File: src/ppu_pkg.sv
`default_nettype none

package ppu_pkg;

  // Visible screen size in pixels
  localparam int screen_width  = 160;
  localparam int screen_height = 144;

  // Line and frame timing in dots and lines
  localparam int dots_per_line   = 456;
  localparam int oam_scan_dots   = 80;
  localparam int lines_per_frame = 154;

  // Video RAM geometry, addresses are relative to 0x8000
  localparam int vram_addr_bits = 13;
  localparam int vram_bytes     = 1 << vram_addr_bits;

  // STAT style mode encoding
  typedef enum logic [1:0] {
    mode_hblank   = 2'd0,
    mode_vblank   = 2'd1,
    mode_oam_scan = 2'd2,
    mode_draw     = 2'd3
  } ppu_mode_t;

  // Background fetcher stages
  typedef enum logic [1:0] {
    fetch_tile,
    fetch_low,
    fetch_high,
    fetch_push
  } fetch_state_t;

  // LCDC bit 3 bg map, bit 4 tile data mode, bit 5 window on, bit 6 window map
  typedef struct packed {
    logic [7:0] lcdc;
    logic [7:0] scy;
    logic [7:0] scx;
    logic [7:0] wy;
    logic [7:0] wx;
  } ppu_regs_t;

  typedef struct packed {
    ppu_mode_t  mode;
    logic [7:0] ly;
    logic [8:0] dot;
  } line_pos_t;

  typedef struct packed {
    logic [vram_addr_bits-1:0] addr;
    logic [7:0]                wdata;
    logic                      write;
  } vram_req_t;

  typedef struct packed {
    logic [vram_addr_bits-1:0] addr;
    logic [7:0]                data;
  } host_wr_t;

  // One row of eight pixels, bit 7 is the leftmost pixel
  typedef struct packed {
    logic [7:0] low;
    logic [7:0] high;
  } tile_row_t;

  typedef struct packed {
    logic [1:0] color;
    logic [7:0] x;
    logic [7:0] y;
  } lcd_pixel_t;

endpackage

`default_nettype wire

File: src/vram_arbiter.sv
`timescale 1ns/1ps
`default_nettype none

module vram_arbiter import ppu_pkg::*; (
  input  logic                      clk,
  input  logic                      reset,
  input  logic                      fetch_req,
  input  logic [vram_addr_bits-1:0] fetch_addr,
  input  host_wr_t                  host_wr,
  input  logic                      host_wr_valid,
  output logic                      host_wr_ready,
  output logic                      ram_en,
  output vram_req_t                 ram_req
);

  logic host_grant;
  // Owner of the previous RAM cycle, high when it was a host write
  logic granted_write;

  // Fetcher always wins, the host only gets idle cycles
  assign host_wr_ready = !fetch_req;
  assign host_grant    = host_wr_valid && !fetch_req;
  assign ram_en        = fetch_req || host_wr_valid;

  always_comb begin
    ram_req.addr  = fetch_req ? fetch_addr : host_wr.addr;
    ram_req.wdata = host_wr.data;
    ram_req.write = host_grant;
  end

  always_ff @(posedge clk or posedge reset) begin
    if (reset) begin
      granted_write <= 1'b0;
    end else begin
      granted_write <= host_grant;
    end
  end

endmodule

`default_nettype wire

File: config.mk
export PLATFORM = sky130hd
export DESIGN_NAME = vram_arbiter
export DESIGN_NICKNAME = d
export VERILOG_FILES = /design/src/ppu_pkg.sv /design/src/vram_arbiter.sv
export SDC_FILE = /design/constraint.sdc
export NUM_CORES = 1
export LEC_CHECK = 0
export BUFFER_PORTS_ARGS = -buffer_cell sky130_fd_sc_hd__clkbuf_2
export CAP_MARGIN = 0
export CELL_PAD_IN_SITES_DETAIL_PLACEMENT = 1
export CELL_PAD_IN_SITES_GLOBAL_PLACEMENT = 1
export CORE_MARGIN = 8
export CORE_UTILIZATION = 13
export DETAILED_ROUTE_END_ITERATION = 8
export PLACE_DENSITY_LB_ADDON = 0.1
export SKIP_LAST_GASP = 1
export SYNTH_ARGS = -nofsm -noshare
export SYNTH_HDL_FRONTEND = slang
export SYNTH_SLANG_ARGS = --single-unit
File: constraint.sdc
create_clock -name vclk -period 0.9
set_clock_uncertainty 0.2 [all_clocks]
set_input_delay 0.09 -clock vclk [all_inputs]
set_output_delay 0.09 -clock vclk [all_outputs]
set_load 0.02 [all_outputs]
# == After elaboration in Yosys (flattened, before gate mapping) ==
# Index checks and enable logic that the tools add are counted.
# op_classes
n_mux,1
reduce_logical,3
# ops
cell,count
$mux 13,1
$logic_and 1x1->1,1
$logic_not 1->1,1
$logic_or 1x1->1,1
# word_totals
reg_bits,0
inputBits,38
out_inout_bits,24
elab_cells,4

# == Longest topological paths before layout ==
# Gate-level depths: netlist of run 1.
# depth
ltp_word,2
depth_mapped,4
depth_no_buf,1

# == Worst setup path after synthesis of run 1 ==
# No wires, ideal clock.
# synth_path
kind,input port to output port
startpoint,input fetch_req
endpoint,output ram_req[0] in the netlist's numbering
arrival_time_ns,0.673
required_time_ns,0.610
slack_ns,-0.063
path_stages,4
path_buffers,3
cell_sequence,buf_6 > buf_12 > and2b_2 > buf_4
# synth_between
elab_chain_cells,2
# synth_rtl
item,line_no,source
from (decl),vram_arbiter.sv:7,"input logic fetch_req,"
$logic_not 1->1,vram_arbiter.sv:22,assign host_grant = host_wr_valid && !fetch_req;
$logic_and 1x1->1,vram_arbiter.sv:22,
to (decl),vram_arbiter.sv:13,output vram_req_t ram_req
# Every way passes these cells.

==> results of run 1 <==
==> layout by cell type, fill, tap and decap left out, drive strengths merged <==
cell type / n
mux2: 13
and2b: 1
clkbuf: 30
or2: 1
buf: 16
inv: 1
==> kinds of logic after synthesis <==
group                  count (synthesis)  synth area share, %
muxes                                 13                 59.5
and+or+nand+nor                        2                 5.17
buffers and inverters                 12                 35.3
==> how the worst min path moves through the flow <==
stage,start,to,slack [ns],cells after the start
after CTS,host_wr[7],ram_req[8],-0.02,0
after global routing,host_wr[1],ram_req[2],-0.02,0
after floorplan,host_wr[0],ram_req[1],0.09,1
final,host_wr[1],ram_req[2],-0.02,0
after global placement,host_wr[7],ram_req[8],-0.02,0
after detailed placement,host_wr[7],ram_req[8],-0.02,0
==> repair_timing <==
item,4_1_cts,5_1_grt
gates resized for setup,35,18
hold endpoints to repair,8,8
endpoints found under the setup margin,15,15
cloned,1,0
pin swaps,1,0
==> stage by stage <==
step	cells	TNS [ns]	hold slack, ns
2_1_floorplan	27	-0.435	0.0926
3_3_place_gp	89	-3.12	-0.0199
3_5_place_dp	89	-3.10	-0.0199
4_1_cts	90	-2.88	-0.0199
5_1_grt	90	-2.80	-0.0200
6_report	90	-2.61	-0.0200
==> layer usage <==
layer	track usage, %	vias to the layer above	wire length [um]
li1	-	153	-
met1	5.09	153	408
met2	12.4	26	760
met3	4.59	0	231
met4	0	0	0
met5	0	-	0
==> where the power goes <==
group          total (mW)  switching [mW]  internal (mW)  leakage, nW
clock network           0               0              0            0
registers               0               0              0            0
logic               0.428           0.162          0.266        0.378
total               0.428           0.162          0.266        0.378
==> area by class of cell <==
class / count / area [sq um]
fillers: 263 / 1490
repair buffers: 46 / 429
multi-input cells: 15 / 210
well taps: 28 / 35.0
inverters: 1 / 3.75
==> worst max-delay path: stages <==
cell and delay, ns:
clkbuf_16 0.13, buf_12 0.14, mux2_4 0.31, buf_8 0.13
==> results.json, run 1 <==
{
  "viasPerCell": 3.69,
  "ir_drop_v": 0.000222,
  "power.density_nw_per_um2": 632,
  "drive_gt1_share_pct": 96.8,
  "place.gp.congestion": 0.641,
  "syn_to_final_growth_pct": 134,
  "worst_pin_slew_ns": 0.136,
  "yosys.area.top_type": "mux2_4",
  "std_cell_rows": 17,
  "grt_max_degree": 9,
  "crit_required_ns": 0.61,
  "synthTopCellsByArea": "mux2_4 36%, buf_4 23%, mux2_2 23%",
  "path_class": "primary input to primary output",
  "holdWs_ns": -0.0200,
  "drc": 0,
  "seq_cell_count": 0,
  "period_share_pct": 121,
  "wl_per_cell_um": 15.6,
  "fin_area_sq_um": 678,
  "synth_fp_nets": 65,
  "die_w_um": 63.3,
  "num_antenna_cells": 0,
  "antenna_found_initial": 0,
  "cp-end-kind": "primary output",
  "syn_area_sq_um": 290,
  "place_area_sq_um": 467,
  "dp_slack_ns": -0.243,
  "io_pins": 62,
  "synth_top_area_share_pct": 36.2,
  "post_cts_buffers": 0,
  "dieArea_sq_um": 4000,
  "start_kind": "primary input",
  "die_h_um": 63.3,
  "cp.arrival_ns": 0.80,
  "timing.critical_path.from": "fetch_req",
  "ys_warn_count": 0,
  "fin_ws_ns": -0.191,
  "initial_core_util_pct": 13.4,
  "core_area_sq_um": 2170,
  "grt_pass1_wl_um": 2120,
  "slew_headroom_pct": 91.0,
  "finalHoldViolCount": 8,
  "final_util_pct": 31.3,
  "netlist_instances": 27,
  "io_buffers": 44,
  "gr-total-overflow": 0,
  "slew_violations": 0,
  "endpoint": "ram_req[10]",
  "firstDrtPassIters": 2,
  "dr_total_vias": 332,
  "setup_viol_count_final": 15,
  "max_freq_mhz": 916,
  "yosysMostFrequentCell": "buf_4",
  "grt_pass1_vias": 405,
  "yosysUniqueCellTypes": 8,
  "drtIter0Drc": 1,
  "status": "finished, violations left",
  "maxCapViolCount": 0,
  "fin_crit_ns": 1.09,
  "hold_class": "primary input to primary output",
  "wl_um": 1400,
  "total_power_uw": 428,
  "cp_max_fo": 8,
  "rsz0062_at_grt": "yes",
  "ant_nets": 0,
  "leakagePower_nw": 0.378,
  "ys_seq_area_share_pct": 0,
  "layout.nets": 102,
  "grt_use_total_pct": 6.26,
  "final-seq-area_sq_um": 0,
  "violations": "hold timing, setup timing",
  "ys_top_cells_by_count": "9 x buf_4, 7 x mux2_4, 6 x mux2_2",
  "clockBufferCount": 0,
  "syn_area_per_cell_sq_um": 10.8
}
(Power assumes the default switching activity.)
==> inputs of run 2 (changes only) <==
ABC_AREA = 1   (was unset)
CORE_UTILIZATION = 10   (was 13)
==> results.json, run 2 <==
{
  "status": "finished, violations left",
  "violations": "hold timing, setup timing",
  "place_inst": 120,
  "synthTopCellsByArea": "nand2_1 61%, buf_4 30%, buf_6 4.5%",
  "start_kind": "primary input",
  "post_cts_buffers": 0,
  "synth_fp_nets": 92,
  "drtIter0Drc": 10,
  "worst_pin_slew_ns": 0.122,
  "yosysUniqueCellTypes": 6,
  "clockBufferCount": 0,
  "num_antenna_cells": 0,
  "layout_commonest_cell": "clkbuf_2",
  "final_cell_mix": "29 x clkbuf_2, 25 x nand2_1, 15 x nand2_2",
  "io_buffers": 44,
  "ant_nets": 0,
  "place_area_sq_um": 442,
  "grt_max_degree": 16,
  "internal_power_uw": 206,
  "syn_area_per_cell_sq_um": 4.59,
  "min_from": "host_wr[5]",
  "power.density_nw_per_um2": 598,
  "firstDrtPassIters": 2,
  "worstHoldPathCells": 0,
  "grt_pass1_wl_um": 2070,
  "fillCellCount": 313,
  "dp_hpwl_um": 1170,
  "fin_crit_ns": 0.903,
  "drc": 0,
  "gr-total-overflow": 0,
  "rsz0062_at_grt": "yes",
  "std_cell_rows": 18,
  "netlist_instances": 54,
  "die_h_um": 65.8,
  "syn_to_final_growth_pct": 162,
  "fin_ws_ns": -0.00301,
  "core_area_sq_um": 2410,
  "seq_cell_count": 0,
  "pwr-share-clk_pct": 0,
  "worstHoldEndpoint": "ram_req[6]",
  "die_w_um": 65.8,
  "yosys.area.top_type": "nand2_1",
  "yosysMostFrequentCell": "nand2_1",
  "cp-end-kind": "primary output",
  "wl_per_cell_um": 11.0,
  "layout.nets": 130,
  "dp_slack_ns": -0.174,
  "ys_seq_area_share_pct": 0,
  "cp_max_fo": 6,
  "setup_viol_count_final": 3,
  "place.gp.congestion": 0.725,
  "holdWs_ns": -0.0200,
  "period_share_pct": 100,
  "leakagePower_nw": 0.382,
  "power_frac_comb_pct": 100.0,
  "final_util_pct": 26.9,
  "ys_warn_count": 0,
  "io_pins": 62,
  "drive_gt1_share_pct": 71.1,
  "synth_top_area_share_pct": 60.6,
  "wl_um": 1320,
  "slew_violations": 0,
  "finalHoldViolCount": 8,
  "syn_area_sq_um": 248,
  "crit_required_ns": 0.61,
  "final_cells": 120,
  "max_freq_mhz": 1110,
  "switching_power_uw": 182,
  "fin_area_sq_um": 648,
  "antenna_found_initial": 0,
  "dieArea_sq_um": 4330,
  "dr_total_vias": 437,
  "slew_headroom_pct": 91.9,
  "multi_input_area_sq_um": 194,
  "power_frac_seq_pct": 0,
  "grt_use_total_pct": 5.60,
  "maxCapViolCount": 0,
  "cp.arrival_ns": 0.61,
  "p_sw_share_pct": 46.9,
  "final-seq-area_sq_um": 0,
  "hold_class": "primary input to primary output",
  "grt_pass1_vias": 463,
  "viasPerCell": 3.64,
  "path_class": "primary input to primary output",
  "ir_drop_v": 0.000182,
  "ys_top_cells_by_count": "40 x nand2_1, 10 x buf_4",
  "initial_core_util_pct": 10.3
}
run 2: cell type report:
| class | instances | share of cell area (%) |
|---|---|---|
| Tap cell | 30 | 5.79 |
| Multi-Input combinational cell | 41 | 29.9 |
| Inverter | 2 | 3.09 |
| Timing Repair Buffer | 47 | 61.2 |
run 2: how the worst max path moves through the flow:
stage | startpoint | to | slack, ns
final | fetch_req | ram_req[0] | -0.003
after global routing | fetch_req | ram_req[9] | -0.03
after CTS | fetch_req | ram_req[9] | -0.007
after detailed placement | fetch_req | ram_req[12] | -0.17
after global placement | fetch_req | ram_req[9] | -0.13
after floorplan | fetch_req | ram_req[12] | 0.1
run 2: per-layer routing:
layer / vias up / GRT usage [%] / routed length, um
li1: 222 / - / -
met1: 184 / 6.58 / 525
met2: 31 / 9.99 / 576
met3: 0 / 2.03 / 222
met4: 0 / 0 / 0
met5: - / 0 / 0
run 2: logic make-up (layout without fill, tap and decap cells):
group | count (synthesis) | after routing | share of synthesized area (%)
AND/OR/NAND/NOR | 41 | 41 | 62.1
buffers and inverters | 13 | 49 | 37.9
run 2: repair_timing:
action / CTS / global route
gates resized for setup: 29 / 35
pin swaps: 1 / 11
endpoints found under the hold margin: 8 / 8
setup endpoints to repair: 16 / 14
run 2: stage by stage:
step | total power [mW] | TNS, ns | hold slack (ns)
after global placement | 0.264 | -1.76 | -0.0199
after global routing | 0.417 | -0.216 | -0.0200
final | 0.387 | -0.00501 | -0.0200
after detailed placement | 0.265 | -2.20 | -0.0199
after CTS | 0.338 | -0.0444 | -0.0199
after floorplan | 0.190 | 0 | 0.0926
run 2: critical path, cell delays in order:
cell       delay (ns)
clkbuf_16        0.14
buf_8            0.13
nor2_2           0.11
clkbuf_8         0.15
run 2: power groups by stage:
stage / registers [mW] / clock network (mW) / logic (mW)
detailed placement: 0 / 0 / 0.265
finish: 0 / 0 / 0.387
global route: 0 / 0 / 0.417
floorplan: 0 / 0 / 0.190
CTS: 0 / 0 / 0.338
global placement: 0 / 0 / 0.264
