**src/ppu_pkg.sv**
```systemverilog
`default_nettype none

package ppu_pkg;

  // Visible screen size in pixels
  localparam int screen_width  = 160;
  localparam int screen_height = 144;

  // Line and frame timing in dots and lines
  localparam int dots_per_line   = 456;
  localparam int oam_scan_dots   = 80;
  localparam int lines_per_frame = 154;

  // Video RAM geometry, addresses are relative to 0x8000
  localparam int vram_addr_bits = 13;
  localparam int vram_bytes     = 1 << vram_addr_bits;

  // STAT style mode encoding
  typedef enum logic [1:0] {
    mode_hblank   = 2'd0,
    mode_vblank   = 2'd1,
    mode_oam_scan = 2'd2,
    mode_draw     = 2'd3
  } ppu_mode_t;

  // Background fetcher stages
  typedef enum logic [1:0] {
    fetch_tile,
    fetch_low,
    fetch_high,
    fetch_push
  } fetch_state_t;

  // LCDC bit 3 bg map, bit 4 tile data mode, bit 5 window on, bit 6 window map
  typedef struct packed {
    logic [7:0] lcdc;
    logic [7:0] scy;
    logic [7:0] scx;
    logic [7:0] wy;
    logic [7:0] wx;
  } ppu_regs_t;

  typedef struct packed {
    ppu_mode_t  mode;
    logic [7:0] ly;
    logic [8:0] dot;
  } line_pos_t;

  typedef struct packed {
    logic [vram_addr_bits-1:0] addr;
    logic [7:0]                wdata;
    logic                      write;
  } vram_req_t;

  typedef struct packed {
    logic [vram_addr_bits-1:0] addr;
    logic [7:0]                data;
  } host_wr_t;

  // One row of eight pixels, bit 7 is the leftmost pixel
  typedef struct packed {
    logic [7:0] low;
    logic [7:0] high;
  } tile_row_t;

  typedef struct packed {
    logic [1:0] color;
    logic [7:0] x;
    logic [7:0] y;
  } lcd_pixel_t;

endpackage

`default_nettype wire

```
**src/line_timer.sv**
```systemverilog
`timescale 1ns/1ps
`default_nettype none

module line_timer import ppu_pkg::*; (
  input  logic      clk,
  input  logic      reset,
  input  logic      line_done,
  output line_pos_t line_pos
);

  logic [8:0] next_dot;
  logic [7:0] next_ly;
  ppu_mode_t  next_mode;

  always_comb begin
    next_dot = line_pos.dot + 9'd1;
    next_ly  = line_pos.ly;
    // Wrap dot at end of line, ly at end of frame
    if (line_pos.dot == 9'(dots_per_line - 1)) begin
      next_dot = '0;
      if (line_pos.ly == 8'(lines_per_frame - 1)) begin
        next_ly = '0;
      end else begin
        next_ly = line_pos.ly + 8'd1;
      end
    end
    // Vblank lines hold mode 1 for the whole line
    if (next_ly >= 8'(screen_height)) begin
      next_mode = mode_vblank;
    end else if (next_dot == '0) begin
      next_mode = mode_oam_scan;
    end else if (next_dot == 9'(oam_scan_dots)) begin
      next_mode = mode_draw;
    end else if (line_pos.mode == mode_draw && line_done) begin
      // Drawing length depends on the FIFO, hblank pads the rest
      next_mode = mode_hblank;
    end else begin
      next_mode = line_pos.mode;
    end
  end

  always_ff @(posedge clk or posedge reset) begin
    if (reset) begin
      line_pos.mode <= mode_oam_scan;
      line_pos.ly   <= '0;
      line_pos.dot  <= '0;
    end else begin
      line_pos.mode <= next_mode;
      line_pos.ly   <= next_ly;
      line_pos.dot  <= next_dot;
    end
  end

endmodule

`default_nettype wire

```
**config.mk**
```make
export PLATFORM = sky130hd
export DESIGN_NAME = line_timer
export DESIGN_NICKNAME = d
export VERILOG_FILES = /design/src/ppu_pkg.sv /design/src/line_timer.sv
export SDC_FILE = /design/constraint.sdc
export NUM_CORES = 1
export LEC_CHECK = 0
export BUFFER_PORTS_ARGS = -buffer_cell sky130_fd_sc_hd__buf_2
export CORE_MARGIN = 4
export CORE_UTILIZATION = 50
export CTS_CLUSTER_DIAMETER = 50
export DETAILED_ROUTE_END_ITERATION = 8
export GPL_ROUTABILITY_DRIVEN = 0
export MAX_ROUTING_LAYER = met4
export PLACE_DENSITY = 0.77
export SYNTH_ARGS = -nofsm -noshare
export SYNTH_HDL_FRONTEND = slang
export SYNTH_SLANG_ARGS = --single-unit
```
**constraint.sdc**
```tcl
create_clock -name clk -period 3 [get_ports clk]
set_clock_uncertainty 0.2 [all_clocks]
set_input_delay 0.3 -clock clk [delete_from_list [all_inputs] [get_ports clk]]
set_output_delay 0.3 -clock clk [all_outputs]
set_load 0.01 [all_outputs]
```
== Word level (Yosys, flattened, before mapping) ==
Index checks and enable logic that the tools add are counted.
Word-level totals
  bits of input ports: 3
  output and inout bits: 19
  memories: 0
  word-level logic and storage cells: 20
  bits in registers: 19
  latch bits: 0
  RAM bits: 0
  bits in read-only memories: 0
Operators by class
  shifts and indexed selects: 0
  reductions and logical operators: 3
  div/mod/pow operators: 0
  multipliers: 0
  equality and inequality tests: 4
  add/sub/neg operators: 2
  magnitude comparators: 1
  multiplexer cells: 7
  bitwise operators: 0
Operators with widths (count)
  $mux W8: 2
  $add A9 B1 Y9 const B: 1
  $eq A9 B7 Y1 const B: 1
  $eq A9 B9 Y1 const B: 1
  $logic_not A9 Y1: 1
  $mux W9: 1
  $add A8 B1 Y8 const B: 1
  $eq A8 B8 Y1 const B: 1
  $ge A8 B8 Y1 const B: 1
  $mux W2: 4
  $reduce_bool A4 Y1: 1
  $eq A2 B2 Y1 const B: 1
  $logic_and A1 B1 Y1: 1

== Longest topological paths before layout ==
Gate-level depths: netlist of run 1.
  word-level depth: 6
  mapped depth: 8
  depth with buffers taken out: 7

== Worst setup path after synthesis of run 1 ==
OpenSTA, ideal clock, no wires.
  kind: register to register
  from: reg line_pos[3] in the netlist's numbering
  to: reg line_pos[18] in the netlist's numbering
  path slack: 0.628 ns
  stages on the path, launching flop included: 9
  arrival time: 2.090 ns
  clock period less this slack: 2.372 ns
  library setup time: 0.082 ns
  data required time: 2.718 ns
  buffers on the path: 2
  path through: dfrtp_1 > buf_6 > or4b_4 > buf_6 > nor3_4 > nand4_2 > xor2_1 > a31o_1 > a21boi_1
On the way
  word-level cells in the longest chain between the ends: 6
  elaborated cells on any way between the ends: 11
  those cells by class: 1 x add/sub; 1 x order compare; 2 x eq/ne; 5 x mux; 2 x reduce/logical
Ends and longest elaborated chain
  start: declaration: RTL line line_timer.sv:8  | output line_pos_t line_pos
  $add A9 B1 Y9 or $eq A9 B9 Y1 (tied branches): RTL line line_timer.sv:16, line_timer.sv:19
  $mux W9: RTL line line_timer.sv:19  | if (line_pos.dot == 9'(dots_per_line - 1)) begin
  $eq A9 B7 Y1: RTL line line_timer.sv:32  | end else if (next_dot == 9'(oam_scan_dots)) begin
  $mux W2: RTL line line_timer.sv:32
  $mux W2: RTL line line_timer.sv:30  | end else if (next_dot == '0) begin
  $mux W2: RTL line line_timer.sv:28  | if (next_ly >= 8'(screen_height)) begin
Several ways; a longest one is shown, not always the timed one.
A chain may end at the register's enable or synchronous reset.

== Worst setup path in the final report of run 1 ==
Ends and elaborated chain as after synthesis.

==> impl_metrics.ini, run 1 <==
[synthesis]
synth_top_flop_cell = dfrtp_1
netlist_area_um2 = 1090
synth-adder-area-share = 0.0345
ys_seq_area_frac = 0.438
synth_compound_area_frac = 0.138
synth.area.mux_share = 0.0196
syn-mean-instance-area_um2 = 9.71
synth_simple_gate_area_frac = 0.246
ys_ff_latch = 19
ys_async_sr_fraction = 1.00
synth-edff-count = 0
synth_xor_area_frac = 0.0644
synthesis.nets = 118
yosysWarnings = 0
synth_cells = 112
synth_top_family_by_area = simple AND/OR/NAND/NOR gates
ys_types = 39

[finish]
register_area_um2 = 477
antenna_cells = 0
multi_input_area_um2 = 547
fillers = 183
final_cell_mix = 21 x buf_2, 18 x dfrtp_1, 10 x nand2_1
largest_reg_flops = 19
nNetsFinal = 142
layout_commonest_cell = buf_2
largest-register = line_pos
area_delta_synth_final_pct = 13.0
reg_top3 = line_pos (19)
stdcell_count = 162
drive_above_1_share = 0.237

[status]
status = finished, final reports clean

[setup_path]
setup.worst_path.class = flip-flop to flip-flop
end_kind = flip-flop
slowest_delay_ns = 0.63
cp_slowest_cell = or4b_4
reg2reg_depth = 6
startpoint_type = flip-flop
path_depth = 6
crit_required_ns = 3.03
crit_chain = or4b_4 > nor3_4 > nand4_2 > xor2_1 > a31o_1 > a21boi_1
worst-endpoint-arrival_ns = 2.48
critPathMaxFanout = 9
critical-path-top-delay-family = simple AND/OR/NAND/NOR gates
path_buf_inv = 0

[drt]
drtIter0Drc = 17
wl_per_cell_um = 14.3
ant_nets = 0
via_per_inst = 5.72
dr.pass1.iters = 4
route.detailed.drc = 0
vias = 927
wirelength_um = 2320

[floorplan]
die_x_um = 54.6
ios = 22
die_area_um2 = 2980
initial_utilization = 0.538
core_um2 = 2020
rows = 16
fp.dieH_um = 54.6

[global_route]
grt-ovfl-total = 0
grt_pass1_vias = 894
antenna_found_initial = 0
track_usage = 0.192
grt_pass1_wl_um = 3930
grt_max_degree = 20

[sta]
finalSetupViolCount = 0
rsz0062_at_grt = false
slew_viol_final = 0
post-route-min-period_ns = 2.45
fin_tns_setup_ns = 0
max_slew.worst_pin.slew_ns = 0.718
max_freq_ghz = 0.408
final-hold-violation-count = 0
slew_headroom = 0.521
fin_crit_sh = 0.817

[cts]
clk_latency_ns = 0.29
clockBufferDepth = 2
cts_tree = done
htree_levels = 1
root_buffer = clkbuf_4
cts-buffers-inserted = 3
clkTransAtPathRegs_ns = 0.11
cts_setup_buffers = 0
cts.sinks = 19

[place]
dp_hpwl_um = 1740
dp.cells = 157
numPortBuffers = 21

[pwr]
peakVddDrop_uv = 322
power_density_nw_per_um2 = 318
p_leak_uw = 0.000599

[job]
maxCapViolCount = 0

[min_path]
hold_path_class = input port to flip-flop
hold_depth = 4
## per-stage QoR
| stage | area [um^2] | utilization | hold slack [ns] | power (uW) | setup WS [ns] |
|---|---|---|---|---|---|
| floorplan | 1090 | - | 0.0504 | 265 | 0.628 |
| CTS | 1230 | 0.608 | 0.0300 | 398 | 0.543 |
| detailed placement | 1190 | 0.590 | 0.257 | 268 | 0.567 |
| global placement | 1190 | 0.590 | 0.249 | 268 | 0.616 |
| global route | 1230 | 0.608 | 0.0323 | 410 | 0.424 |
| finish | 1230 | 0.608 | 0.0443 | 391 | 0.548 |
## metal layers
| layer | part of all wire | track usage | vias up |
|---|---|---|---|
| met5 | 0 | - | - |
| met4 | 0.020 | 0.124 | 0 |
| met3 | 0.047 | 0.0245 | 6 |
| met2 | 0.50 | 0.287 | 26 |
| met1 | 0.43 | 0.241 | 446 |
| li1 | - | - | 449 |
## path summary, 6_finish.rpt
path                                    from      endpoint  slack [ns]
worst max-delay path             line_pos[3]  line_pos[18]        0.55
worst min-delay path               line_done  line_pos[18]        0.04
worst max register to register   line_pos[3]  line_pos[18]        0.55
worst min register to register  line_pos[18]  line_pos[18]        0.28
max in group asynchronous              reset  line_pos[17]        1.68
min in group asynchronous              reset   line_pos[9]        0.46
## logic make-up after synthesis
logic type      count (synthesis)
simple gates                   45
flops                          19
fa+ha+maj                       3
buf+inv                        11
xor+xnor                        8
compound gates                 24
mux                             2
## cells in the mapped netlist, types with 2 or more instances
cell type | instances | area share
ha_1 | 3 | 0.035
a31oi_1 | 3 | 0.017
nand4_1 | 2 | 0.012
nor4_1 | 3 | 0.017
nand3_1 | 7 | 0.032
xnor2_1 | 3 | 0.024
o21ai_0 | 9 | 0.041
o31ai_1 | 2 | 0.014
buf_6 | 3 | 0.031
or3_1 | 3 | 0.017
nor2_1 | 7 | 0.024
xor2_1 | 5 | 0.040
nand2_1 | 10 | 0.035
nor3_1 | 2 | 0.0092
o21ai_1 | 2 | 0.0092
dfrtp_1 | 18 | 0.41
inv_1 | 8 | 0.028
## power breakdown
group	internal (uW)	total [uW]	switching, uW
sequential	256	256	0
clock	51.7	128	76.0
combinational	1.98	7.55	5.56
total	310	391	81.6
## layout make-up
cell class,instances,area share
multi-input combinational,82,0.445
clock buffer,4,0.0214
sequential,19,0.388
inverter,8,0.0244
tap,27,0.0275
timing repair buffer,22,0.0937
## timing repair
item,in CTS,in global routing
hold endpoints to repair,18,0
hold buffers,1,0
resized for setup,0,0
## tightest hold or removal path: cells and delay by family
kind | cells | cell delay (ns)
AND/OR/NAND/NOR | 2 | 0.10
buffers and inverters | 1 | 0.09
AO/OA/AOI/OAI | 1 | 0.05
Power figures use the tool's default switching activity.
==> inputs of run 2 (changes only) <==
--- a/config.mk
+++ b/config.mk
@@ -7,7 +7,7 @@
 export LEC_CHECK = 0
 export BUFFER_PORTS_ARGS = -buffer_cell sky130_fd_sc_hd__buf_2
 export CORE_MARGIN = 4
-export CORE_UTILIZATION = 50
+export CORE_UTILIZATION = 48
 export CTS_CLUSTER_DIAMETER = 50
 export DETAILED_ROUTE_END_ITERATION = 8
 export GPL_ROUTABILITY_DRIVEN = 0
==> constraint.sdc (replaced) <==
create_clock -name clk -period 2.1 [get_ports clk]
set_clock_uncertainty 0.2 [all_clocks]
set_input_delay 0.21 -clock clk [delete_from_list [all_inputs] [get_ports clk]]
set_output_delay 0.21 -clock clk [all_outputs]
set_load 0.01 [all_outputs]
==> impl_metrics.ini, run 2 (synthesized netlist as in run 1, its figures left out) <==
[drt]
via_per_inst = 5.51
wirelength_um = 2500
dr.pass1.iters = 4
wl_per_cell_um = 14.1
vias = 980
route.detailed.drc = 0
ant_nets = 0
drtIter0Drc = 32

[min_path]
hold_depth = 2
hold_path_class = flip-flop to flip-flop
hp-start = line_pos[18]
hold_path_end = line_pos[18]

[floorplan]
initial_utilization = 0.527
ios = 22
fp.dieH_um = 55.6
die_area_um2 = 3090
rows = 16
core_um2 = 2060
die_x_um = 55.6

[setup_path]
critPathMaxFanout = 6
setup.worst_path.class = flip-flop to flip-flop
reg2reg_to = line_pos[18]
path_buf_inv = 0
worst-r2r-setup-slack_ns = -0.13
worst-endpoint-arrival_ns = 2.28
end_kind = flip-flop
reg2reg_depth = 6
critical-path-top-delay-family = simple AND/OR/NAND/NOR gates
crit_required_ns = 2.15
startpoint_type = flip-flop
r2r-start = line_pos[5]
crit_chain = or4b_4 > nor3_4 > nand4_1 > xor2_1 > a31o_1 > a21boi_2
slowest_delay_ns = 0.62
cp_slowest_cell = or4b_4

[cts]
clkTransAtPathRegs_ns = 0.12
cts_tree = done
cts-buffers-inserted = 3
htree_levels = 1
cts.sinks = 19
root_buffer = clkbuf_4
clockBufferDepth = 2
clk_latency_ns = 0.30

[finish]
largest-register = line_pos
fillers = 168
area_delta_synth_final_pct = 29.7
drive_above_1_share = 0.358
final_cell_mix = 21 x buf_2, 18 x dfrtp_1, 14 x buf_4
nNetsFinal = 158
final_cell_area_um2 = 1410
largest_reg_flops = 19
layout_commonest_cell = buf_2
reg_top3 = line_pos (19)
utilization = 0.684
antenna_cells = 0

[sta]
max_slew.worst_pin.slew_ns = 0.709
final-hold-violation-count = 0
finalSetupViolCount = 2
slew_viol_final = 0
post-route-min-period_ns = 2.23
whs_ns = 0.296
max_freq_ghz = 0.447
rsz0062_at_grt = true
slew_headroom = 0.527
fin_crit_sh = 1.06
worst_slack_ns = -0.135

[global_route]
track_usage = 0.168
grt_max_degree = 20
grt_pass1_vias = 924
grt_pass1_wl_um = 4220
grt-ovfl-total = 0
antenna_found_initial = 0

[place]
placed_area_um2 = 1320
dp_hpwl_um = 1840
numPortBuffers = 21
pre_cts_ws_ns = -0.0861

[pwr]
power_density_nw_per_um2 = 404
peakVddDrop_uv = 299
p_total_uw = 570
p_leak_uw = 0.000701

[job]
maxCapViolCount = 0

[status]
status = complete, but fails checks
violations = setup timing
run 2: cell count changes in the layout (fill, tap and decap cells not counted), sizes merged:
cell,delta
dlygate4sd3,+1
buf,+15
clkinv,+1
clkbuf,-1
run 2: per-stage QoR:
stage,setup TNS (ns),std cells
after detailed placement,-0.169,171
final,-0.252,178
after global routing,-0.429,178
after floorplan,-0.441,112
after CTS,-0.179,177
after global placement,-0.101,171
run 2: timing repair:
item / CTS / global route
endpoints found under the setup margin: 2 / 5
hold endpoints to repair: 19 / 0
resized for setup: 1 / 5
hold buffers: 2 / 0
buffers inserted: 0 / 1
pin swaps: 0 / 4
run 2: worst register-to-register path: cells and delay by family (launching register included):
family	cells	cell delay, ns
compound gates	2	0.33
xor+xnor	1	0.24
flops	1	0.40
simple gates	3	1.01
run 2: power by group:
part | switching, uW | leakage [uW] | internal [uW] | total (uW)
Combinational | 7.96 | 0.000441 | 4.02 | 12.0
Sequential | 0 | 0.000242 | 366 | 366
Clock | 121 | 0.0000177 | 71.0 | 192
Total | 129 | 0.000701 | 441 | 570
run 2: worst max path at each step:
stage,start,cells after the start,end
global route,line_pos[5],7,line_pos[17]
detailed placement,line_pos[5],7,line_pos[17]
finish,line_pos[5],6,line_pos[18]
global placement,line_pos[5],5,line_pos[18]
floorplan,line_pos[3],8,line_pos[18]
CTS,line_pos[5],6,line_pos[18]
run 2: metal layers:
layer,vias up,GRT usage,share of wire
li1,488,-,-
met4,0,0.0521,0.0092
met2,25,0.262,0.47
met5,-,-,0
met1,463,0.229,0.48
met3,4,0.0209,0.039
run 2: area by class of cell:
class / count / area (um^2) / share of cell area
Clock buffer: 3 / 22.5 / 0.0160
Clock inverter: 1 / 5.00 / 0.00355
Inverter: 8 / 30.0 / 0.0213
Multi-Input combinational cell: 82 / 592 / 0.420
Sequential cell: 19 / 477 / 0.338
Tap cell: 27 / 33.8 / 0.0240
Timing Repair Buffer: 38 / 250 / 0.177
==> inputs of run 3 (changes only) <==
==> config.mk (replaced) <==
export PLATFORM = sky130hd
export DESIGN_NAME = line_timer
export DESIGN_NICKNAME = d
export VERILOG_FILES = /design/src/ppu_pkg.sv /design/src/line_timer.sv
export SDC_FILE = /design/constraint.sdc
export NUM_CORES = 1
export LEC_CHECK = 0
export CORE_MARGIN = 4
export CORE_UTILIZATION = 50
export CTS_CLUSTER_DIAMETER = 50
export DETAILED_ROUTE_END_ITERATION = 8
export DONT_BUFFER_PORTS = 1
export GPL_ROUTABILITY_DRIVEN = 0
export MAX_ROUTING_LAYER = met4
export PLACE_DENSITY = 0.71
export SKIP_LAST_GASP = 1
export SYNTH_ARGS = -nofsm -noshare
export SYNTH_HDL_FRONTEND = slang
export SYNTH_SLANG_ARGS = --single-unit
==> impl_metrics.ini, run 3 (synthesized netlist as in run 1, its figures left out) <==
[status]
status = complete, but fails checks
violations = setup timing

[cts]
cts-buffers-inserted = 3
clockBufferDepth = 2
htree_levels = 1
cts.sinks = 19
clk_latency_ns = 0.29
clkTransAtPathRegs_ns = 0.11
cts_tree = done
root_buffer = clkbuf_4

[global_route]
antenna_found_initial = 0
track_usage = 0.202
grt-ovfl-total = 0
grt_pass1_vias = 912
grt_pass1_wl_um = 4200
grt_max_degree = 20

[place]
placed_area_um2 = 1260
pre_cts_ws_ns = -0.158
dp_hpwl_um = 1860
numPortBuffers = 0

[drt]
via_per_inst = 5.55
vias = 938
drtIter0Drc = 17
wirelength_um = 2600
wl_per_cell_um = 15.4
ant_nets = 0
route.detailed.drc = 0
dr.pass1.iters = 4

[sta]
max_slew.worst_pin.slew_ns = 0.721
slew_headroom = 0.519
finalSetupViolCount = 2
whs_ns = 0.269
slew_viol_final = 0
worst_slack_ns = -0.103
final-hold-violation-count = 0
rsz0062_at_grt = true
post-route-min-period_ns = 2.20
max_freq_ghz = 0.454
fin_crit_sh = 1.05

[finish]
nNetsFinal = 149
reg_top3 = line_pos (19)
drive_above_1_share = 0.331
final_cell_mix = 25 x buf_4, 17 x dfrtp_1, 9 x nand2_1
final_cell_area_um2 = 1390
largest_reg_flops = 19
area_delta_synth_final_pct = 28.2
layout_commonest_cell = buf_4
largest-register = line_pos
antenna_cells = 0

[setup_path]
worst-endpoint-arrival_ns = 2.23
reg2reg_depth = 7
crit_required_ns = 2.13
startpoint_type = flip-flop
critPathMaxFanout = 6
setup.worst_path.class = flip-flop to flip-flop
end_kind = flip-flop

[pwr]
peakVddDrop_uv = 319
p_leak_uw = 0.000657
power_density_nw_per_um2 = 401

[floorplan]
fp.dieH_um = 54.6
die_x_um = 54.6
initial_utilization = 0.538
core_um2 = 2020
rows = 16
die_area_um2 = 2980
ios = 22

[job]
maxCapViolCount = 0

[min_path]
hold_path_class = input port to asynchronous set/reset pin
run 3: changes by cell type in the layout (fill, tap and decap cells not counted), sizes merged:
cell    before  now
buf         36   27
clkbuf       3    4
clkinv       1    0
run 3: metal layers:
layer	routed length, um	global-route usage	vias to the layer above
met5	0	-	-
met4	29	0.0705	0
met3	144	0.0327	4
met2	1290	0.337	25
met1	1130	0.247	445
li1	-	-	464
run 3: metrics by stage:
stage	total power [uW]	TNS (ns)	instances	util
2_1_floorplan	379	-0.441	112	-
3_3_place_gp	381	-0.227	157	0.623
3_5_place_dp	381	-0.298	157	0.623
4_1_cts	563	-0.318	167	0.666
5_1_grt	580	-0.408	169	0.689
6_report	558	-0.191	169	0.689
run 3: cell type report:
class,count,area (um^2)
clock buffers,4,26.3
fillers,149,628
inverters,8,30.0
multi-input cells,82,596
flip-flops and latches,19,478
well taps,27,33.8
repair buffers,29,230
run 3: worst max-delay path, cell delays in order (launching register included):
cell and delay, ns:
dfrtp_1 0.41, or4b_4 0.60, nor3_4 0.19, buf_6 0.14, nand4_2 0.10, xor2_1 0.17
a31o_1 0.17, a21boi_1 0.16
run 3: path summary, 6_finish.rpt:
| path | endpoint | slack, ns | startpoint |
|---|---|---|---|
| worst max-delay path | line_pos[18] | -0.10 | line_pos[4] |
| worst min-delay path | line_pos[12] | 0.27 | reset |
| worst max register to register | line_pos[18] | -0.10 | line_pos[4] |
| worst min register to register | line_pos[18] | 0.31 | line_pos[18] |
| max in group asynchronous | line_pos[10] | 0.93 | reset |
| min in group clk | line_pos[18] | 0.31 | line_pos[18] |
run 3: what timing repair did:
action / 4_1_cts / 5_1_grt
setup endpoints to repair: 4 / 8
hold endpoints to repair: 20 / 0
buffers inserted: 4 / 2
pin swaps: 3 / 5
hold buffers: 2 / 0
resized for setup: 4 / 7
run 3: where the power goes:
part	switching (uW)	internal [uW]	total, uW
Sequential	0	366	366
Combinational	7.70	2.81	10.5
Clock	108	73.7	182
