--- config.mk ---
export PLATFORM = sky130hd
export DESIGN_NAME = bg_fetcher
export DESIGN_NICKNAME = d
export VERILOG_FILES = /design/src/ppu_pkg.sv /design/src/bg_fetcher.sv
export SDC_FILE = /design/constraint.sdc
export NUM_CORES = 1
export LEC_CHECK = 0
export ABC_CLOCK_PERIOD_IN_PS = 3750
export BUFFER_PORTS_ARGS = -buffer_cell sky130_fd_sc_hd__clkbuf_2
export CAP_MARGIN = 30
export CORE_AREA = 2 2 89 91
export CTS_CLUSTER_DIAMETER = 50
export DETAILED_ROUTE_END_ITERATION = 6
export DIE_AREA = 0 0 91 93
export GPL_TIMING_DRIVEN = 1
export MAX_ROUTING_LAYER = met4
export PLACE_DENSITY = 0.75
export SETUP_SLACK_MARGIN = 0.4
export SYNTH_ARGS = -nofsm -noshare
export SYNTH_HDL_FRONTEND = slang
export SYNTH_SLANG_ARGS = --single-unit
--- constraint.sdc ---
create_clock -name clk -period 3.75 [get_ports clk]
set_input_delay 1.125 -clock clk [delete_from_list [all_inputs] [get_ports clk]]
set_output_delay 1.125 -clock clk [all_outputs]
set_load 0.01 [all_outputs]
--- src/ppu_pkg.sv ---
`default_nettype none

package ppu_pkg;

  // Visible screen size in pixels
  localparam int screen_width  = 160;
  localparam int screen_height = 144;

  // Line and frame timing in dots and lines
  localparam int dots_per_line   = 456;
  localparam int oam_scan_dots   = 80;
  localparam int lines_per_frame = 154;

  // Video RAM geometry, addresses are relative to 0x8000
  localparam int vram_addr_bits = 13;
  localparam int vram_bytes     = 1 << vram_addr_bits;

  // STAT style mode encoding
  typedef enum logic [1:0] {
    mode_hblank   = 2'd0,
    mode_vblank   = 2'd1,
    mode_oam_scan = 2'd2,
    mode_draw     = 2'd3
  } ppu_mode_t;

  // Background fetcher stages
  typedef enum logic [1:0] {
    fetch_tile,
    fetch_low,
    fetch_high,
    fetch_push
  } fetch_state_t;

  // LCDC bit 3 bg map, bit 4 tile data mode, bit 5 window on, bit 6 window map
  typedef struct packed {
    logic [7:0] lcdc;
    logic [7:0] scy;
    logic [7:0] scx;
    logic [7:0] wy;
    logic [7:0] wx;
  } ppu_regs_t;

  typedef struct packed {
    ppu_mode_t  mode;
    logic [7:0] ly;
    logic [8:0] dot;
  } line_pos_t;

  typedef struct packed {
    logic [vram_addr_bits-1:0] addr;
    logic [7:0]                wdata;
    logic                      write;
  } vram_req_t;

  typedef struct packed {
    logic [vram_addr_bits-1:0] addr;
    logic [7:0]                data;
  } host_wr_t;

  // One row of eight pixels, bit 7 is the leftmost pixel
  typedef struct packed {
    logic [7:0] low;
    logic [7:0] high;
  } tile_row_t;

  typedef struct packed {
    logic [1:0] color;
    logic [7:0] x;
    logic [7:0] y;
  } lcd_pixel_t;

endpackage

`default_nettype wire

--- src/bg_fetcher.sv ---
`timescale 1ns/1ps
`default_nettype none

module bg_fetcher import ppu_pkg::*; (
  input  logic                      clk,
  input  logic                      reset,
  input  ppu_regs_t                 regs,
  input  line_pos_t                 line_pos,
  output logic                      fetch_req,
  output logic [vram_addr_bits-1:0] fetch_addr,
  input  logic [7:0]                vram_rdata,
  input  logic                      fifo_empty,
  output logic                      push,
  output tile_row_t                 push_row
);

  // Enough tiles for 160 pixels plus up to 7 fine scroll pixels
  localparam logic [4:0] last_col = 5'(screen_width / 8);

  fetch_state_t state;
  logic         phase;
  logic [4:0]   fetch_col;
  logic [7:0]   win_line;
  logic         win_drawn;
  logic [2:0]   row_sel;

  logic signed [8:0] win_x_signed;
  logic [7:0]        win_x_start;
  logic [4:0]        win_start_tile;
  logic              win_visible;
  logic              win_active;
  logic [4:0]        map_col;
  logic [4:0]        map_x;
  logic [7:0]        map_y;
  logic [vram_addr_bits-1:0] map_addr;
  logic [vram_addr_bits-1:0] tile_addr;

  logic start_line;
  logic active;
  logic can_push;
  logic issue_map;
  logic latch_tile;
  logic latch_low;
  logic latch_high;

  // Window origin on screen, max(0, wx - 7)
  assign win_x_signed   = $signed({1'b0, regs.wx}) - 9'sd7;
  assign win_x_start    = win_x_signed[8] ? 8'd0 : win_x_signed[7:0];
  assign win_start_tile = 5'((9'(win_x_start) + 9'd7) >> 3);
  assign win_visible    = regs.lcdc[5] && (line_pos.ly >= regs.wy) &&
                          (win_x_signed < $signed(9'(screen_width)));

  // Column of the next map read, first column is issued from mode 2
  assign map_col    = start_line ? 5'd0 : fetch_col + 5'd1;
  assign win_active = win_visible && ({map_col, 3'b000} >= win_x_start);
  assign map_x      = win_active ? map_col - win_start_tile : regs.scx[7:3] + map_col;
  assign map_y      = win_active ? win_line : regs.scy + line_pos.ly;
  // Maps sit at 0x9800 or 0x9C00
  assign map_addr   = {2'b11, win_active ? regs.lcdc[6] : regs.lcdc[3], map_y[7:3], map_x};

  // Signed mode puts tiles 0 to 127 at 0x9000, unsigned mode starts at 0x8000
  assign tile_addr = {~regs.lcdc[4] & ~vram_rdata[7], vram_rdata, row_sel, 1'b0};

  assign start_line = line_pos.mode == mode_oam_scan &&
                      line_pos.dot == 9'(oam_scan_dots - 1);
  assign active     = line_pos.mode == mode_draw && fetch_col <= last_col;
  assign can_push   = active && state == fetch_push && fifo_empty;
  assign issue_map  = start_line || (can_push && fetch_col != last_col);
  // Data arrives in phase 1, the next request goes out with it
  assign latch_tile = active && state == fetch_tile && phase;
  assign latch_low  = active && state == fetch_low && phase;
  assign latch_high = active && state == fetch_high && phase;

  always_ff @(posedge clk or posedge reset) begin
    if (reset) begin
      state     <= fetch_tile;
      phase     <= 1'b0;
      fetch_col <= '0;
      fetch_req <= 1'b0;
      push      <= 1'b0;
      win_line  <= '0;
      win_drawn <= 1'b0;
    end else begin
      // Request is high in phase 0 of each read stage
      fetch_req <= issue_map || latch_tile || latch_low;
      push      <= can_push;
      if (start_line) begin
        state     <= fetch_tile;
        phase     <= 1'b0;
        fetch_col <= '0;
        if (win_visible) begin
          win_drawn <= 1'b1;
        end
      end else if (active) begin
        unique case (state)
          fetch_tile: begin
            phase <= ~phase;
            if (phase) state <= fetch_low;
          end
          fetch_low: begin
            phase <= ~phase;
            if (phase) state <= fetch_high;
          end
          fetch_high: begin
            phase <= ~phase;
            if (phase) state <= fetch_push;
          end
          fetch_push: begin
            // Retry every dot until the FIFO drains
            if (fifo_empty) begin
              state     <= fetch_tile;
              fetch_col <= fetch_col + 5'd1;
            end
          end
        endcase
      end
      // Window line counter restarts each frame
      if (line_pos.mode == mode_vblank) begin
        win_line  <= '0;
        win_drawn <= 1'b0;
      end else if (line_pos.dot == 9'(dots_per_line - 1) && win_drawn) begin
        win_line  <= win_line + 8'd1;
        win_drawn <= 1'b0;
      end
    end
  end

  always_ff @(posedge clk) begin
    if (issue_map) begin
      fetch_addr <= map_addr;
      row_sel    <= map_y[2:0];
    end else if (latch_tile) begin
      fetch_addr <= tile_addr;
    end else if (latch_low) begin
      // High byte follows the low byte
      fetch_addr   <= {fetch_addr[vram_addr_bits-1:1], 1'b1};
      push_row.low <= vram_rdata;
    end
    if (latch_high) begin
      push_row.high <= vram_rdata;
    end
  end

endmodule

`default_nettype wire

### Word-level counts from Yosys, hierarchy flattened

Index checks and enable logic that the tools add are counted.

| operators by class | value |
|---|---|
| $add $sub $neg | 7 |
| $mul | 0 |
| div/mod/pow operators | 0 |
| $lt $le $gt $ge | 4 |
| eq/ne operators | 13 |
| shift-type cells | 0 |
| muxes and demuxes | 28 |
| bitwise gates (word level) | 6 |
| reduce and logical (&&, ||, !) cells | 34 |

Operator list:

| operator | number |
|---|---|
| 2-to-1 mux 8 bit | 4 |
| 2-to-1 mux 5 bit | 6 |
| greater-or-equal comparator 8 bit | 2 |
| logical AND 1 bit | 15 |
| 2-to-1 mux 13 bit | 1 |
| 2-to-1 mux 2 bit | 6 |
| != test 3 bit, second input constant | 4 |
| nonzero test 2 bit | 6 |
| 2-to-1 mux 11 bit | 1 |
| == test 9 x 7 -> 1 bit, second input constant | 1 |
| == test 9 bit, second input constant | 1 |
| less-than comparator 9 bit, second input constant | 1 |
| 2-to-1 mux 1 bit | 9 |
| nonzero test 3 bit | 3 |
| subtractor 8 x 3 -> 9 bit, second input constant | 1 |
| adder 8 x 1 -> 8 bit, second input constant | 1 |
| adder 8 x 3 -> 8 bit, second input constant | 1 |
| adder 8 bit | 1 |
| == test 2 bit, second input constant | 4 |
| case mux 2 bit (4 select lines) | 1 |
| AND reduction 3 bit | 2 |
| adder 5 x 1 -> 5 bit, second input constant | 1 |
| adder 5 bit | 1 |
| less-or-equal comparator 5 bit, second input constant | 1 |
| 10 further kinds | 18 |

| word-level totals | value |
|---|---|
| flip-flop bits (word level) | 51 |
| bits in latches | 0 |
| memory bits (writable) | 0 |
| ROM bits | 0 |
| output and inout port bits | 31 |
| word-level logic and storage cells | 105 |
| memories kept | 0 |

### Depth between registers and ports, before layout

Gate-level depths: netlist (run 1).

| depth | value |
|---|---|
| word-level depth | 8 |
| gate-level depth with buffers | 21 |
| gate-level depth less buffers | 20 |

### Worst setup path after synthesis (run 1)

Ideal clock, no wire load.

| path | value |
|---|---|
| path type | input -> register |
| from | input port line_pos[8] in the netlist's numbering |
| to | register fetch_addr[4], data pin |
| setup time | 0.264 ns |
| data arrival time | 4.838 ns |
| required time | 3.486 ns |
| path slack | -1.352 ns |
| stages on the path | 20 |
| cell sequence | nor4bb_1 -> and4bb_2 -> buf_1 -> nor2_1 -> ha_1 -> a21o_1 -> a221oi_1 -> a21oi_2 -> buf_2 -> nand4_1 -> o21ai_0 -> ha_1 -> fa_1 -> inv_1 -> a21o_1 -> a21oi_1 -> xnor2_1 -> or3_1 -> a21oi_1 -> nor4b_2 |

| between the ends | value |
|---|---|
| longest elaborated chain between the ends | 7 |
| elaborated cells between the ends (all ways) | 10 |

RTL lines:

| what | RTL line | text |
|---|---|---|
| start: declaration | bg_fetcher.sv:8 | `input line_pos_t line_pos,` |
| == test 9 x 7 -> 1 bit * | bg_fetcher.sv:65 | `line_pos.dot == 9'(oam_scan_dots - 1);` |
| logical AND 1 bit * | bg_fetcher.sv:64 | `assign start_line = line_pos.mode == mode_oam_scan &&` |
| 2-to-1 mux 5 bit * | bg_fetcher.sv:54 | `assign map_col = start_line ? 5'd0 : fetch_col + 5'd1;` |
| via map_col[3] | bg_fetcher.sv:32 | `logic [4:0] map_col;` |
| greater-or-equal comparator 8 bit | bg_fetcher.sv:55 | `assign win_active = win_visible && ({map_col, 3'b000} >= win_x_start);` |
| logical AND 1 bit | bg_fetcher.sv:55 |  |
| 2-to-1 mux 5 bit * | bg_fetcher.sv:56 | `assign map_x = win_active ? map_col - win_start_tile : regs.scx[7:3] + map_col;` |
| 2-to-1 mux 11 bit * | bg_fetcher.sv:129 | `if (issue_map) begin` |
| end signal: assignment | bg_fetcher.sv:130 | `fetch_addr <= map_addr;` |
| end signal: assignment | bg_fetcher.sv:133 | `fetch_addr <= tile_addr;` |
| end signal: assignment | bg_fetcher.sv:136 | `fetch_addr <= {fetch_addr[vram_addr_bits-1:1], 1'b1};` |
| end: declaration | bg_fetcher.sv:10 | `output logic [vram_addr_bits-1:0] fetch_addr,` |

Mark *: on every way through the listed nets, which the timed path passes. The rest lies on a longest branch.
A chain may end at the register's enable or synchronous reset.

### Worst setup path in the final report (run 1)

| path | value |
|---|---|
| from | input port regs[0] in the netlist's numbering |
| to | register fetch_addr[4], data pin |

| between the ends | value |
|---|---|
| longest elaborated chain between the ends | 6 |
| elaborated cells between the ends (all ways) | 10 |

RTL lines:

| what | RTL line | text |
|---|---|---|
| start: declaration | bg_fetcher.sv:7 | `input ppu_regs_t regs,` |
| subtractor 8 x 3 -> 9 bit * | bg_fetcher.sv:47 | `assign win_x_signed = $signed({1'b0, regs.wx}) - 9'sd7;` |
| 2-to-1 mux 8 bit or less-than comparator 9 bit (tied branches) | bg_fetcher.sv:48, bg_fetcher.sv:51 |  |
| adder 8 x 3 -> 8 bit, or another cell as far along | bg_fetcher.sv:49 | `assign win_start_tile = 5'((9'(win_x_start) + 9'd7) >> 3);` |
| subtractor 5 bit or logical AND 1 bit (tied branches) | bg_fetcher.sv:56, bg_fetcher.sv:55 |  |
| 2-to-1 mux 5 bit * | bg_fetcher.sv:56 |  |
| 2-to-1 mux 11 bit * | bg_fetcher.sv:129 |  |

Mark *: on every way between the ends. The rest lies on a longest branch, timed or not.

==> metrics, run 1 <==
status finished with violations; failing checks setup timing; Area Overhead vs Synth 44.0%; Die ar. about 8500 µm²; Die H 93 µm; Critical Path Sink fetch_addr[4]$_DFFE_PP_; MaxCap Viol Count 0; total gr overflow 0; Syn Nets around 450; crit path from regs[0]; initial DRC count 173; Main synth FF type edfxtp_1; post-layout worst setup margin -0.933 ns; IO buf count 93; setup TNS -2.08 ns; Worst slew margin 44.6%; Routed WL per cell around 14 µm; Critical Path Source Type input port; CTS Sinks just over 50; first-pass GRT wire length 14100 µm; Root Driver clkbuf_8; htree depth 2; number of antenna diodes 0; layout cells sized above 1 between 40% and 50%; Ys Warns 0; Worst-Margin Slew 0.831 ns; sequential share of the synthesized area 40.8%; R2R setup slack -0.16 ns; register bit total from synthesis between 50 and 60; crit path kind input port to register; fin crit share 125%; PD cells 414 nW/µm²; ys async rst share between 30% and 40%; CP Capture Type register; Clock transition at path regs 0.10 ns; fillers between 600 and 700; Peak VDD IR 0.000205 V; vias per inst between 5 and 6; Max FO, Critical Path 4; cells taking the most area after synthesis edfxtp_1 26%, dfrtp_1 14%, ha_1 13%, xor2_1 4.5%, xnor2_1 3.8%; Num CTS Buffers 5; worst reg2reg path depth 18; LEAKAGE ~0.0024 µW; TritonCTS clock tree yes; Arr. time, crit path about 4.7 ns; FP Rows 32; Worst Skew 0.00514 ns; final RePlAce weighted congestion 0.841; Worst Path Required 3.81 ns; share of the synthesized area in the top cell type 26.0%; # DRC 0; RR Endpoint fetch_addr[4]$_DFFE_PP_; design area between 4000 and 5000 µm²; clock tree buffer depth 2; final cell count without fillers about 630; cell taking the most area after synthesis edfxtp_1; Hold Path Class register to register; endpoints failing setup 4; initial core utilization a little under half; Detail Route Antenna Nets 0; vias in the first global route 3148; Final Hold Viols 0; mapped cell area around 3500 µm²; core footprint 7530 µm²; syn_area_per_cell between 10 and 15 µm²; final wirelength ~8600 µm; largest net degree at the start of global routing 20; RSZ-0062 raised after global routing true; Post-synth EDFFs 30; count of cell types in the netlist 55; detailed placer's ending HPWL 6640 µm; FF-to-FF Start fetch_col[0]$_DFFE_PP0P_; DR vias roughly 3200; max-slew violations 0; placed cell count 594; Tot GR Track Use between 20% and 30%; fin crit period between 4 and 5 ns; fmax around 210 MHz; First-pass DRT Iterations 4; pre-CTS setup slack -1.28 ns; nets 630; DIE WIDTH 91 µm; initial antenna violation count 0; DP Area around 4500 µm²; I/O pin count 101; Skew-Pair Late Insertion Delay 0.31 ns; post-synthesis cell count ~340
## cells in the final DEF (no fill, tap or decap), types with 3 or more instances in the layout
cell,Yosys,final
xor2_1,18,18
nand4_1,8,8
ha_1,35,32
and3_1,5,4
o21ai_1,7,9
clkbuf_8,0,5
o21ai_0,10,5
mux2i_1,9,7
or2_2,3,3
buf_4,0,83
inv_1,30,29
nor2_1,30,28
o21ai_2,0,3
nand4b_1,3,3
edfxtp_1,30,30
buf_6,1,4
a21o_1,7,7
dfrtp_1,19,19
a21oi_1,12,7
nor2b_1,5,5
a21oi_2,1,5
nor3_1,8,8
nor2_2,1,3
nand3_1,12,12
xnor2_1,15,13
nand2_1,24,23
clkbuf_2,0,91
nand2b_1,3,3
## worst min path at each step
stage	from	endpoint	slack, ns	depth (start not counted)
2_1_floorplan	row_sel[1]$_DFFE_PN_	fetch_addr[2]$_DFFE_PP_	0.50	2
5_1_grt	fetch_addr[11]$_SDFFE_PN1P_	fetch_addr[11]$_SDFFE_PN1P_	0.51	2
6_report	fetch_addr[11]$_SDFFE_PN1P_	fetch_addr[11]$_SDFFE_PN1P_	0.48	2
4_1_cts	fetch_addr[11]$_SDFFE_PN1P_	fetch_addr[11]$_SDFFE_PN1P_	0.49	2
3_5_place_dp	fetch_addr[11]$_SDFFE_PN1P_	fetch_addr[11]$_SDFFE_PN1P_	0.46	2
3_3_place_gp	fetch_addr[11]$_SDFFE_PN1P_	fetch_addr[11]$_SDFFE_PN1P_	0.46	2
## repair_timing
| item | CTS | global route |
|---|---|---|
| hold buffers | 0 | 0 |
| endpoints found under the hold margin | 0 | 0 |
| buffers inserted | 16 | 8 |
| pin swaps | 17 | 23 |
| endpoints found under the setup margin | 14 | 14 |
| resized for setup | 13 | 26 |
## per-layer routing
layer,share of wire [%],GRT usage (%)
met5,0,-
met4,1.2,6.19
met3,4.8,2.98
met2,53,37.1
met1,41,25.1
## flip-flops by register name (all words and copies together) (netlist names)
register    cells
win_line        8
fetch_addr     13
phase           1
push_row       16
row_sel         3
win_drawn       1
fetch_req       1
state           2
push            1
fetch_col       5
## metrics by stage
| stage | power, µW | hold slack [ns] | util, % |
|---|---|---|---|
| 2_1_floorplan | 1230 | 0.496 | - |
| 3_3_place_gp | 1560 | 0.459 | 60.4 |
| 3_5_place_dp | 1600 | 0.463 | 60.4 |
| 4_1_cts | 2000 | 0.487 | 64.2 |
| 5_1_grt | 2210 | 0.511 | 66.4 |
| 6_report | 2070 | 0.483 | 66.4 |
## power by group
group	switching (µW)	internal [µW]
Clock	197	139
Combinational	480	529
Sequential	48.5	678
## critical path: stages
cell and delay [ns]:
buf_8 0.10, ha_4 0.16, a2111oi_4 0.39, xnor2_2 0.14
nor2_2 0.16, inv_2 0.06, ha_4 0.26, and3_4 0.19
nand4_1 0.14, a21oi_4 0.22, buf_4 0.15, mux2_4 0.31
fa_2 0.36, inv_1 0.06, a21o_1 0.13, a21oi_2 0.07
xnor2_2 0.15, or3_4 0.34, a21oi_2 0.16, nor4b_2 0.06
## layout make-up
| type | count | area (µm²) | area share, % |
|---|---|---|---|
| Multi-Input combinational cell | 253 | 2070 | 41.3 |
| Timing Repair Buffer | 181 | 1170 | 23.5 |
| Sequential cell | 51 | 1420 | 28.3 |
| Clock buffer | 5 | 68.8 | 1.38 |
| Tap cell | 102 | 128 | 2.55 |
| Clock inverter | 3 | 28.8 | 0.576 |
| Inverter | 31 | 116 | 2.33 |
## cell usage after synthesis, types with 5 or more instances
library cell,count
ha_1,35
edfxtp_1,30
inv_1,30
nor2_1,30
nand2_1,24
dfrtp_1,19
xor2_1,18
xnor2_1,15
a21oi_1,12
nand3_1,12
o21ai_0,10
mux2i_1,9
nand4_1,8
nor3_1,8
a21o_1,7
o21ai_1,7
and3_1,5
nor2b_1,5
## cells by family after synthesis
logic type	after synthesis	share of synthesized area, %
buf+inv	37	4.29
mux	12	3.57
xor+xnor	33	8.33
compound gates	53	10.7
fa+ha+maj	37	13.8
simple gates	118	18.5
flops	51	40.8
Power figures use the tool's default switching activity.
==> run 2, diff against run 1 <==
BUFFER_PORTS_ARGS = -buffer_cell sky130_fd_sc_hd__buf_4   (was -buffer_cell sky130_fd_sc_hd__clkbuf_2)
==> run 2 against run 1 <==
The flow still finishes with violations (setup timing). Global-route usage is essentially flat. Worst hold slack improved by 0.0035 ns. Sequential share of layout area fell by 0.91 points. Power rose by 2.1%. Die area stayed put. Largest power group unchanged.
==> metrics, run 2 (synthesis gave the netlist of run 1 again) <==
Seq. cell area around 1400 µm²; Die H between 90 and 100 µm; fin crit share 123%; failing checks setup timing; Final Hold Viols 0; layout cells sized above 1 between 40% and 50%; endpoints failing setup 4; pre-CTS setup slack -1.20 ns; FP Rows 32; IO buf count slightly above 90; final wirelength around 8900 µm; status finished with violations; number of antenna diodes 0; Arr. time, crit path 4.66 ns; Routed WL per cell 14.6 µm; initial antenna violation count 0; Hold Path Class register to register; CP max stage delay 0.33 ns; Peak VDD IR 0.000215 V; Tot GR Track Use roughly a fifth; DR vias 3173; TritonCTS clock tree yes; Layout Utilization between 60% and 70%; DIE WIDTH approximately 91 µm; CP Capture Type register; Num CTS Buffers 5; critical path buffer and inverter count 3; Worst slew margin a little under half; final RePlAce weighted congestion just over 0.8; fmax about 220 MHz; Max stage delay cell, worst path a2111oi_4; vias per inst around 5.2; largest registers push_row: 16 flops, fetch_addr: 13 flops, win_line: 8 flops; initial core utilization between 40% and 50%; Max FO, Critical Path 5; initial DRC count roughly 170; MaxCap Viol Count 0; Worst-Margin Slew about 0.79 ns; area of the multi-input gates about 2100 µm²; Skew-Pair Late Insertion Delay ~0.31 ns; hold buffer count at CTS 0; Critical Path Source Type input port; Area Overhead vs Synth 48.8%; largest register by flop count push_row; CP Cell Sequence buf_8 -> ha_4 -> a2111oi_4 -> xnor2_1 -> nor2_1 -> inv_1 -> ha_4 -> and3_4 -> nand4_1 -> a21oi_4 -> nand4_1 -> o21ai_1 -> ha_2 -> fa_2 -> inv_1 -> a21o_1 -> a21oi_2 -> xnor2_1 -> or3_1 -> a21oi_2 -> nor4b_2; core footprint 7530 µm²; fillers roughly 580; most frequent cells in the layout 158 x buf_4, 30 x ha_1, 30 x edfxtp_1; nets about 620; # DRC 0; largest net degree at the start of global routing 20; CTS Sinks between 50 and 60; Top Family by Delay on Critical Path compound AO/OA/AOI/OAI gates; Detail Route Antenna Nets 0; Clock transition at path regs approximately 0.10 ns; post-layout worst setup margin -0.845 ns; htree depth 2; RSZ-0062 raised after global routing true; Worst Skew 0.00864 ns; I/O pin count ~100; fin crit period between 4 and 5 ns; max-slew violations 0; clock tree buffer depth 2; LEAKAGE approximately 0.0024 µW; setup TNS -2.02 ns; Root Driver clkbuf_8; total gr overflow 0; crit path kind input port to register; max reg flops 16; vias in the first global route approximately 3100; Worst Path Required 3.82 ns; detailed placer's ending HPWL around 6600 µm; PD cells about 410 nW/µm²; commonest non-fill, non-tap cell in the layout buf_4; First-pass DRT Iterations 4; first-pass GRT wire length 14000 µm; Die ar. about 8500 µm²
[run 2: cell count changes in the layout (fill, tap and decap cells not counted), moves of 2 or more]
cell      before  now
clkbuf_2      91    0
buf_4         83  158
buf_6          4    6
ha_1          32   30
ha_4           2    4
nor2_2         3    1
o21ai_1        9   11
o21ai_2        3    1
xnor2_1       13   15
xnor2_2        2    0
[run 2: final cells by class]
type,instances,area share [%]
Timing Repair Buffer,167,25.4
Tap cell,102,2.47
Clock buffer,5,1.33
Inverter,31,2.30
Sequential cell,51,27.4
Clock inverter,3,0.557
Multi-Input combinational cell,253,40.5
[run 2: worst min-delay path: stages (launching register included)]
cell and delay (ns):
dfxtp_1 0.34, mux2i_1 0.07, nand2_1 0.05
[run 2: worst paths after layout]
| path | endpoint | from | cells after the start | slack [ns] |
|---|---|---|---|---|
| max | fetch_addr[4]$_DFFE_PP_ | regs[0] | 21 | -0.84 |
| min | fetch_addr[11]$_SDFFE_PN1P_ | fetch_addr[11]$_SDFFE_PN1P_ | 2 | 0.49 |
| max reg2reg | fetch_addr[4]$_DFFE_PP_ | fetch_col[0]$_DFFE_PP0P_ | 19 | -0.19 |
| min reg2reg | fetch_addr[11]$_SDFFE_PN1P_ | fetch_addr[11]$_SDFFE_PN1P_ | 2 | 0.49 |
| max in group asynchronous | win_line[6]$_DFFE_PP0N_ | reset | 2 | 2.29 |
| min in group asynchronous | fetch_col[1]$_DFFE_PP0P_ | reset | 2 | 0.96 |
[run 2: routing by layer]
layer  part of all wire [%]  up-vias  routed length, µm  track usage [%]
li1                       -     1551                  -                -
met1                     41     1496               3650             24.9
met2                     52      115               4660             37.1
met3                    5.8       11                519             3.14
met4                    1.3        0                116             6.31
met5                      0        -                  0                -
[run 2: stage by stage]
step                instance area (µm²)  hold WS [ns]  power [µW]  std cells
floorplan                          3510         0.496        1230        341
global placement                   4750         0.459        1590        591
detailed placement                 4750         0.462        1630        591
CTS                                5010         0.486        2020        606
global route                       5160         0.525        2250        612
finish                             5160         0.486        2110        612
[run 2: repair_timing]
item / in CTS / in global routing
buffers inserted: 7 / 5
pin swaps: 15 / 12
gates resized for setup: 25 / 14
setup endpoints to repair: 14 / 14
gates cloned: 0 / 1
[run 2: power breakdown]
part	switching (µW)	total (µW)	internal [µW]
combinational	505	1050	544
clock	194	333	139
sequential	53.1	731	678
